===== src/conv_pkg.sv =====
package conv_pkg;

    typedef logic [7:0]  data_t;
    typedef logic [4:0]  addr_t;
    typedef logic [19:0] acc_t;
    typedef logic [1:0]  coord_t;
    typedef logic [3:0]  tap_t;

    localparam int KERNEL_DIM  = 3;
    localparam int FEATURE_DIM = 4;
    localparam int OUT_DIM     = 2;
    localparam int NUM_PE      = 4;
    localparam int NUM_TAPS    = 9;
    localparam int MEM_WORDS   = 25;

    // weights first, then the feature map, both row-major
    localparam addr_t WEIGHT_BASE  = 5'd0;
    localparam addr_t FEATURE_BASE = 5'd9;

    localparam data_t DEFAULT_WEIGHTS [NUM_TAPS] = '{
        8'd1, 8'd2, 8'd3,
        8'd1, 8'd2, 8'd3,
        8'd1, 8'd2, 8'd3
    };

    localparam data_t DEFAULT_FEATURES [FEATURE_DIM*FEATURE_DIM] = '{
        8'd1, 8'd2, 8'd3, 8'd4,
        8'd1, 8'd2, 8'd3, 8'd4,
        8'd1, 8'd2, 8'd3, 8'd4,
        8'd1, 8'd2, 8'd3, 8'd4
    };

endpackage


===== src/ctrl_pkg.sv =====
package ctrl_pkg;

    typedef enum logic [1:0] {
        S_IDLE,
        S_WEIGHT_PRELOAD,
        S_FEATURE_STREAM,
        S_FLUSH
    } seq_state_t;

    typedef enum logic {
        D_IDLE,
        D_EMIT
    } drain_state_t;

    // counts the cycles inside one sequencer phase
    typedef logic [4:0] step_t;

    localparam int PRELOAD_CYCLES = 9;
    localparam int STREAM_CYCLES  = 16;

endpackage


===== src/conv_scratchpad.sv =====
`timescale 1ns/100ps

module conv_scratchpad
    import conv_pkg::*;
(
    input  logic  clk,
    input  logic  rst,
    input  logic  busy,
    input  logic  wr_en,
    input  addr_t wr_addr,
    input  data_t wr_data,
    input  addr_t rd_addr,
    output data_t rd_data
);

    data_t mem [MEM_WORDS];

    // reset restores the default weights and feature map
    always_ff @(posedge clk) begin
        if (!rst) begin
            for (int i = 0; i < NUM_TAPS; i++) begin
                mem[int'(WEIGHT_BASE) + i] <= DEFAULT_WEIGHTS[i];
            end
            for (int i = 0; i < FEATURE_DIM*FEATURE_DIM; i++) begin
                mem[int'(FEATURE_BASE) + i] <= DEFAULT_FEATURES[i];
            end
        end else begin
            // host port only while the engine is idle
            if (wr_en && !busy && (int'(wr_addr) < MEM_WORDS)) begin
                mem[wr_addr] <= wr_data;
            end
        end
    end

    always_ff @(posedge clk) begin
        rd_data <= mem[rd_addr];
    end

endmodule


===== src/conv_sequencer.sv =====
`timescale 1ns/100ps

module conv_sequencer
    import conv_pkg::*;
    import ctrl_pkg::*;
(
    input  logic   clk,
    input  logic   rst,
    input  logic   start,
    input  logic   done,
    output addr_t  rd_addr,
    output logic   clear,
    output logic   weight_load,
    output tap_t   weight_tap,
    output logic   pix_valid,
    output coord_t pix_row,
    output coord_t pix_col,
    output logic   stream_end,
    output logic   busy
);

    seq_state_t state;
    step_t      step;
    logic       last_pix_d1;

    assign busy  = (state != S_IDLE);
    assign clear = (state == S_WEIGHT_PRELOAD) && (step == '0);

    always_comb begin
        rd_addr = WEIGHT_BASE;
        if (state == S_WEIGHT_PRELOAD) begin
            rd_addr = WEIGHT_BASE + addr_t'(step);
        end else if (state == S_FEATURE_STREAM) begin
            rd_addr = FEATURE_BASE + addr_t'(step);
        end
    end

    always_ff @(posedge clk) begin
        if (!rst) begin
            state <= S_IDLE;
            step  <= '0;
        end else begin
            case (state)
                S_IDLE: begin
                    if (start) begin
                        state <= S_WEIGHT_PRELOAD;
                        step  <= '0;
                    end
                end
                S_WEIGHT_PRELOAD: begin
                    if (step == step_t'(PRELOAD_CYCLES - 1)) begin
                        state <= S_FEATURE_STREAM;
                        step  <= '0;
                    end else begin
                        step <= step + step_t'(1);
                    end
                end
                S_FEATURE_STREAM: begin
                    if (step == step_t'(STREAM_CYCLES - 1)) begin
                        state <= S_FLUSH;
                        step  <= '0;
                    end else begin
                        step <= step + step_t'(1);
                    end
                end
                // results are still draining
                S_FLUSH: begin
                    if (done) begin
                        state <= S_IDLE;
                    end
                end
                default: state <= S_IDLE;
            endcase
        end
    end

    // strobes trail the address by one cycle to meet rd_data
    always_ff @(posedge clk) begin
        if (!rst) begin
            weight_load <= 1'b0;
            pix_valid   <= 1'b0;
            last_pix_d1 <= 1'b0;
            stream_end  <= 1'b0;
        end else begin
            weight_load <= (state == S_WEIGHT_PRELOAD);
            pix_valid   <= (state == S_FEATURE_STREAM);
            last_pix_d1 <= (state == S_FEATURE_STREAM) && (step == step_t'(STREAM_CYCLES - 1));
            // one more cycle for the MAC register
            stream_end  <= last_pix_d1;
        end
    end

    always_ff @(posedge clk) begin
        weight_tap <= tap_t'(step);
        pix_row    <= step[3:2];
        pix_col    <= step[1:0];
    end

endmodule


===== src/conv_pe.sv =====
`timescale 1ns/100ps

module conv_pe
    import conv_pkg::*;
#(
    parameter coord_t PE_ROW = 2'd0,
    parameter coord_t PE_COL = 2'd0
) (
    input  logic   clk,
    input  logic   rst,
    input  logic   clear,
    input  logic   weight_load,
    input  tap_t   weight_tap,
    input  logic   pix_valid,
    input  coord_t pix_row,
    input  coord_t pix_col,
    input  data_t  rd_data,
    output acc_t   acc
);

    data_t weights [NUM_TAPS];
    int    row_off;
    int    col_off;
    logic  in_window;
    tap_t  tap_sel;
    acc_t  product;

    always_ff @(posedge clk) begin
        if (weight_load) begin
            weights[weight_tap] <= rd_data;
        end
    end

    // pixel offset from this output position picks the weight
    always_comb begin
        row_off   = int'(pix_row) - int'(PE_ROW);
        col_off   = int'(pix_col) - int'(PE_COL);
        in_window = (row_off >= 0) && (row_off < KERNEL_DIM) &&
                    (col_off >= 0) && (col_off < KERNEL_DIM);
        tap_sel   = tap_t'(row_off * KERNEL_DIM + col_off);
        product   = '0;
        if (in_window) begin
            product = acc_t'(rd_data) * acc_t'(weights[tap_sel]);
        end
    end

    always_ff @(posedge clk) begin
        if (!rst) begin
            acc <= '0;
        end else if (clear) begin
            acc <= '0;
        end else if (pix_valid && in_window) begin
            acc <= acc + product;
        end
    end

endmodule


===== src/conv_result_drain.sv =====
`timescale 1ns/100ps

module conv_result_drain
    import conv_pkg::*;
    import ctrl_pkg::*;
(
    input  logic       clk,
    input  logic       rst,
    input  logic       stream_end,
    input  acc_t       acc_0,
    input  acc_t       acc_1,
    input  acc_t       acc_2,
    input  acc_t       acc_3,
    output logic       res_valid,
    output logic [1:0] res_idx,
    output acc_t       res_data,
    output logic       done
);

    drain_state_t state;
    logic [1:0]   idx;
    acc_t         snap [NUM_PE];

    assign res_valid = (state == D_EMIT);
    assign res_idx   = idx;
    assign res_data  = snap[idx];

    // snapshot so the PEs are free for the next run
    always_ff @(posedge clk) begin
        if (state == D_IDLE && stream_end) begin
            snap[0] <= acc_0;
            snap[1] <= acc_1;
            snap[2] <= acc_2;
            snap[3] <= acc_3;
        end
    end

    always_ff @(posedge clk) begin
        if (!rst) begin
            state <= D_IDLE;
            idx   <= '0;
            done  <= 1'b0;
        end else begin
            done <= 1'b0;
            case (state)
                D_IDLE: begin
                    if (stream_end) begin
                        state <= D_EMIT;
                        idx   <= '0;
                    end
                end
                D_EMIT: begin
                    if (idx == 2'(NUM_PE - 1)) begin
                        state <= D_IDLE;
                        done  <= 1'b1;
                    end else begin
                        idx <= idx + 2'd1;
                    end
                end
                default: state <= D_IDLE;
            endcase
        end
    end

endmodule


===== src/conv_top.sv =====
`timescale 1ns/100ps

module conv_top
    import conv_pkg::*;
(
    input  logic       clk,
    input  logic       rst,
    input  logic       start,
    input  logic       wr_en,
    input  addr_t      wr_addr,
    input  data_t      wr_data,
    output logic       busy,
    output logic       res_valid,
    output logic [1:0] res_idx,
    output acc_t       res_data,
    output logic       done
);

    addr_t  rd_addr;
    data_t  rd_data;
    logic   clear;
    logic   weight_load;
    tap_t   weight_tap;
    logic   pix_valid;
    coord_t pix_row;
    coord_t pix_col;
    logic   stream_end;
    acc_t   pe_acc [NUM_PE];

    conv_scratchpad conv_scratchpad_i (
        .clk     (clk),
        .rst     (rst),
        .busy    (busy),
        .wr_en   (wr_en),
        .wr_addr (wr_addr),
        .wr_data (wr_data),
        .rd_addr (rd_addr),
        .rd_data (rd_data)
    );

    conv_sequencer conv_sequencer_i (
        .clk         (clk),
        .rst         (rst),
        .start       (start),
        .done        (done),
        .rd_addr     (rd_addr),
        .clear       (clear),
        .weight_load (weight_load),
        .weight_tap  (weight_tap),
        .pix_valid   (pix_valid),
        .pix_row     (pix_row),
        .pix_col     (pix_col),
        .stream_end  (stream_end),
        .busy        (busy)
    );

    // one PE per output position, index is row*2 + col
    for (genvar r = 0; r < OUT_DIM; r++) begin : g_row
        for (genvar c = 0; c < OUT_DIM; c++) begin : g_col
            conv_pe #(
                .PE_ROW (coord_t'(r)),
                .PE_COL (coord_t'(c))
            ) conv_pe_i (
                .clk         (clk),
                .rst         (rst),
                .clear       (clear),
                .weight_load (weight_load),
                .weight_tap  (weight_tap),
                .pix_valid   (pix_valid),
                .pix_row     (pix_row),
                .pix_col     (pix_col),
                .rd_data     (rd_data),
                .acc         (pe_acc[r*OUT_DIM + c])
            );
        end
    end

    conv_result_drain conv_result_drain_i (
        .clk        (clk),
        .rst        (rst),
        .stream_end (stream_end),
        .acc_0      (pe_acc[0]),
        .acc_1      (pe_acc[1]),
        .acc_2      (pe_acc[2]),
        .acc_3      (pe_acc[3]),
        .res_valid  (res_valid),
        .res_idx    (res_idx),
        .res_data   (res_data),
        .done       (done)
    );

endmodule


===== config.mk =====
export PLATFORM = sky130hd
export DESIGN_NAME = conv_top
export DESIGN_NICKNAME = d
export VERILOG_FILES = /design/src/conv_pkg.sv /design/src/ctrl_pkg.sv /design/src/conv_scratchpad.sv /design/src/conv_sequencer.sv /design/src/conv_pe.sv /design/src/conv_result_drain.sv /design/src/conv_top.sv
export SDC_FILE = /design/constraint.sdc
export NUM_CORES = 1
export LEC_CHECK = 0
export BUFFER_PORTS_ARGS = -buffer_cell sky130_fd_sc_hd__buf_2
export CORE_ASPECT_RATIO = 0.7
export CORE_MARGIN = 2
export CORE_UTILIZATION = 45
export DETAILED_ROUTE_END_ITERATION = 10
export PLACE_DENSITY = 0.68
export SKIP_LAST_GASP = 1
export SYNTH_ARGS = -nofsm -noshare
export SYNTH_HDL_FRONTEND = slang
export SYNTH_SLANG_ARGS = --single-unit

===== constraint.sdc =====
create_clock -name clk -period 8.6 [get_ports clk]
set_clock_uncertainty 0.15 [all_clocks]
set_input_delay 0 -clock clk [delete_from_list [all_inputs] [get_ports clk]]
set_output_delay 0 -clock clk [all_outputs]
set_load 0.02 [all_outputs]

==> impl_metrics.yaml <==
status:
  outcome: "finished clean"
clocking:
  h-tree-depth: 2
  clk_pin_slew_ns: 0.07
  cts_made_buffers: 53
  clock_sinks: 517
  cts_root_buffer: "clkbuf_16"
  clock_latency_ns: 0.65
  cts_tree: "done"
  cts_buffer_depth: 3
die:
  initial_core_util_pct: 45.6
  rows: 86
  dieArea_um2: 82500
  die_w_um: 342
  io_pins: 42
  core_um2: 79100
  fp.dieH_um: 241
logic_synthesis:
  synth_flop_cell: "edfxtp_1"
  synth_cells: 3396
  synth_fa_ha_area_share_pct: 16.7
  ys_ff_latch: 517
  postSynthAreaPerCell_um2: 10.6
  synth_top_family_by_area: "simple AND/OR/NAND/NOR gates"
  synth_edf_count: 408
  synth.distinct_cells: 88
  synth_area_um2: 36100
  async_flop_share_pct: 0
  synth_warnings: 0
  seq_area_frac_synth_pct: 40.0
  synth_xor_area_share_pct: 2.42
  synth_simple_gate_area_share_pct: 17.1
  synth_compound_area_share_pct: 11.4
  synthMuxAreaShare_pct: 7.64
timing:
  setup_viol: 0
  final.min_clock_period_ns: 8.27
  fin_setup_tns_ns: 0
  finalCritPeriodShare_pct: 96.2
  hold_viol: 0
  worstMarginPinSlew_ns: 1.37
  rsz0062_at_grt: "true"
  slew_violations: 0
  clock.fmax_mhz: 121
  slew_headroom_pct: 7.81
  worst_slack_ns: 0.329
global_route:
  grt_pass1_wl_um: 150000
  grt_usage_pct: 23.4
  antenna_found_initial: 2
  grt_pass1_vias: 25441
  grt-ovfl-total: 0
  grt_max_degree: 62
cells_and_area:
  multi_input_area_um2: 20500
  seqCellArea_um2: 14400
  fin_cells: 4603
  layout.nets: 3908
  drive_above_1_share_pct: 12.1
  fillCellCount: 6915
  syn2layout_area_growth_pct: 12.1
placement:
  dp_slack_ns: -0.0384
  io_buffers: 41
  dp_hpwl_um: 67900
  dp.cells: 4471
  gp_congestion: 0.899
critical_path:
  cp-end-kind: "flip-flop"
  slowest_delay_ns: 0.54
  path_class: "reg2reg"
  arrival_ns: 8.71
  slowest_stage: "fa_1"
  crit_top_cell: "fa_1"
  startpoint_type: "flip-flop"
  critPathMaxFanout: 11
  required_ns: 9.04
min_path:
  min_path_type: "in2reg"
route:
  via_count: 26216
  vias_per_cell: 5.70
  ant_nets: 0
  wirelength_um: 96400
  first_pass_iters: 8
  drc: 0
  drtIter0Drc: 2737
  wl_per_cell_um: 20.9
run:
  maxCapViolCount: 0
## critical path: cells and delay by family (launching register included)
family / cells / cell delay (ns)
AO/OA/AOI/OAI: 7 / 1.24
XOR/XNOR: 3 / 0.56
adder cells (fa/ha/maj): 8 / 3.47
buffers and inverters: 6 / 0.73
flip-flops: 1 / 0.36
multiplexers: 2 / 0.55
AND/OR/NAND/NOR: 6 / 1.16
## worst paths after layout
path | from | endpoint | slack, ns | cells past startpoint
max | conv_sequencer_i.pix_row[1]$_DFF_P_ | g_row[1].g_col[1].conv_pe_i.acc[18]$_SDFFE_PP0P_ | 0.33 | 32
min reg2reg | conv_sequencer_i.last_pix_d1$_SDFF_PN0_ | conv_sequencer_i.stream_end$_SDFF_PN0_ | 0.29 | 1
max reg2reg | conv_sequencer_i.pix_row[1]$_DFF_P_ | g_row[1].g_col[1].conv_pe_i.acc[18]$_SDFFE_PP0P_ | 0.33 | 32
min | wr_en | conv_scratchpad_i.mem[11][0]$_SDFFCE_PN1P_ | 0.26 | 5
## flip-flops by register name, summed over array words and instances, names as in the netlist, 2 cells and up, named ones only
name,count
conv_result_drain_i.res_idx,2
conv_result_drain_i.snap,80
conv_scratchpad_i.mem,256
conv_scratchpad_i.rd_data,8
conv_sequencer_i.state,2
conv_sequencer_i.step,5
conv_sequencer_i.weight_tap,3
g_row.g_col.conv_pe_i.acc,80
g_row.g_col.conv_pe_i.weights,72
## metrics by stage
| stage | area, um2 | hold WS (ns) | util (%) |
|---|---|---|---|
| 3_5_place_dp | 37900 | 0.274 | 47.9 |
| 3_3_place_gp | 37900 | 0.270 | 47.9 |
| 2_1_floorplan | 36300 | -0.0511 | - |
| 6_report | 40400 | 0.259 | 51.1 |
| 4_1_cts | 40000 | 0.170 | 50.6 |
| 5_1_grt | 40400 | 0.301 | 51.1 |
## cell families (layout without fill, tap and decap cells)
family,Yosys count,after routing
xor+xnor,94,94
compound gates,606,606
fa+ha+maj,392,392
buf+inv,428,523
mux,169,169
flops,517,517
other cells,1,57
simple gates,1189,1189
## placed cells by master, fill, tap and decap left out, types with 32 or more instances in the layout
cell type	n
a21oi_1	142
inv_1	251
nor2b_1	75
buf_4	104
xor2_1	36
nor3_1	32
and3_1	35
ha_1	232
buf_2	41
conb_1	56
nor2_1	212
nand2_1	239
dfxtp_1	108
edfxtp_1	408
mux2i_1	74
nand3_1	110
mux4_2	81
fa_1	148
a21o_1	55
or3_1	43
clkbuf_16	54
xnor2_1	50
o21ai_0	131
and2_1	347
## layout make-up
| cell class | count | area share [%] |
|---|---|---|
| sequential | 517 | 35.7 |
| tap | 1056 | 3.27 |
| antenna | 1 | 0.00619 |
| inverter | 253 | 2.35 |
| timing repair buffer | 170 | 3.15 |
| clock buffer | 60 | 3.42 |
| multi-input combinational | 2506 | 50.7 |
| clock inverter | 40 | 1.38 |
## what timing repair did
| item | CTS | global route |
|---|---|---|
| endpoints found under the setup margin | 3 | 31 |
| hold endpoints to repair | 267 | 0 |
| hold buffers | 19 | 0 |
| gates cloned | 0 | 1 |
| pin swaps | 0 | 13 |
| buffers inserted | 0 | 11 |
| gates resized for setup | 2 | 55 |
## layer usage
| layer | global-route usage [%] | share of wire [%] | routed length (um) | up-vias |
|---|---|---|---|---|
| li1 | - | - | - | 12254 |
| met1 | 35.7 | 47 | 44900 | 12787 |
| met2 | 33.4 | 41 | 39400 | 1047 |
| met3 | 6.09 | 11 | 10200 | 126 |
| met4 | 4.84 | 1.9 | 1840 | 2 |
| met5 | 0 | 0.021 | 20 | - |
## cell usage after synthesis (14+ instances only)
master	n	area (um2)
edfxtp_1	408	12300
and2_1	347	2170
inv_1	251	942
ha_1	240	3000
nand2_1	239	897
nor2_1	214	803
fa_1	150	3000
a21oi_1	146	731
o21ai_0	133	666
clkbuf_1	116	435
nand3_1	110	551
dfxtp_1	109	2180
mux2i_1	84	841
mux4_2	81	1820
nor2b_1	77	482
a21o_1	55	413
xnor2_1	51	447
or3_1	43	269
xor2_1	38	333
and3_1	35	219
nor3_1	33	165
buf_2	31	155
o21a_1	29	218
nand4_1	23	144
o221a_2	21	236
nand2b_1	20	125
o221ai_1	20	175
a211oi_1	19	143
o21bai_1	19	143
a31oi_1	18	113
o211ai_1	18	135
o211a_1	15	150
buf_4	14	105
Power is left out: the tool's default activity adds up to more than one toggle a clock period on the data nets, which glitch-free logic cannot reach.
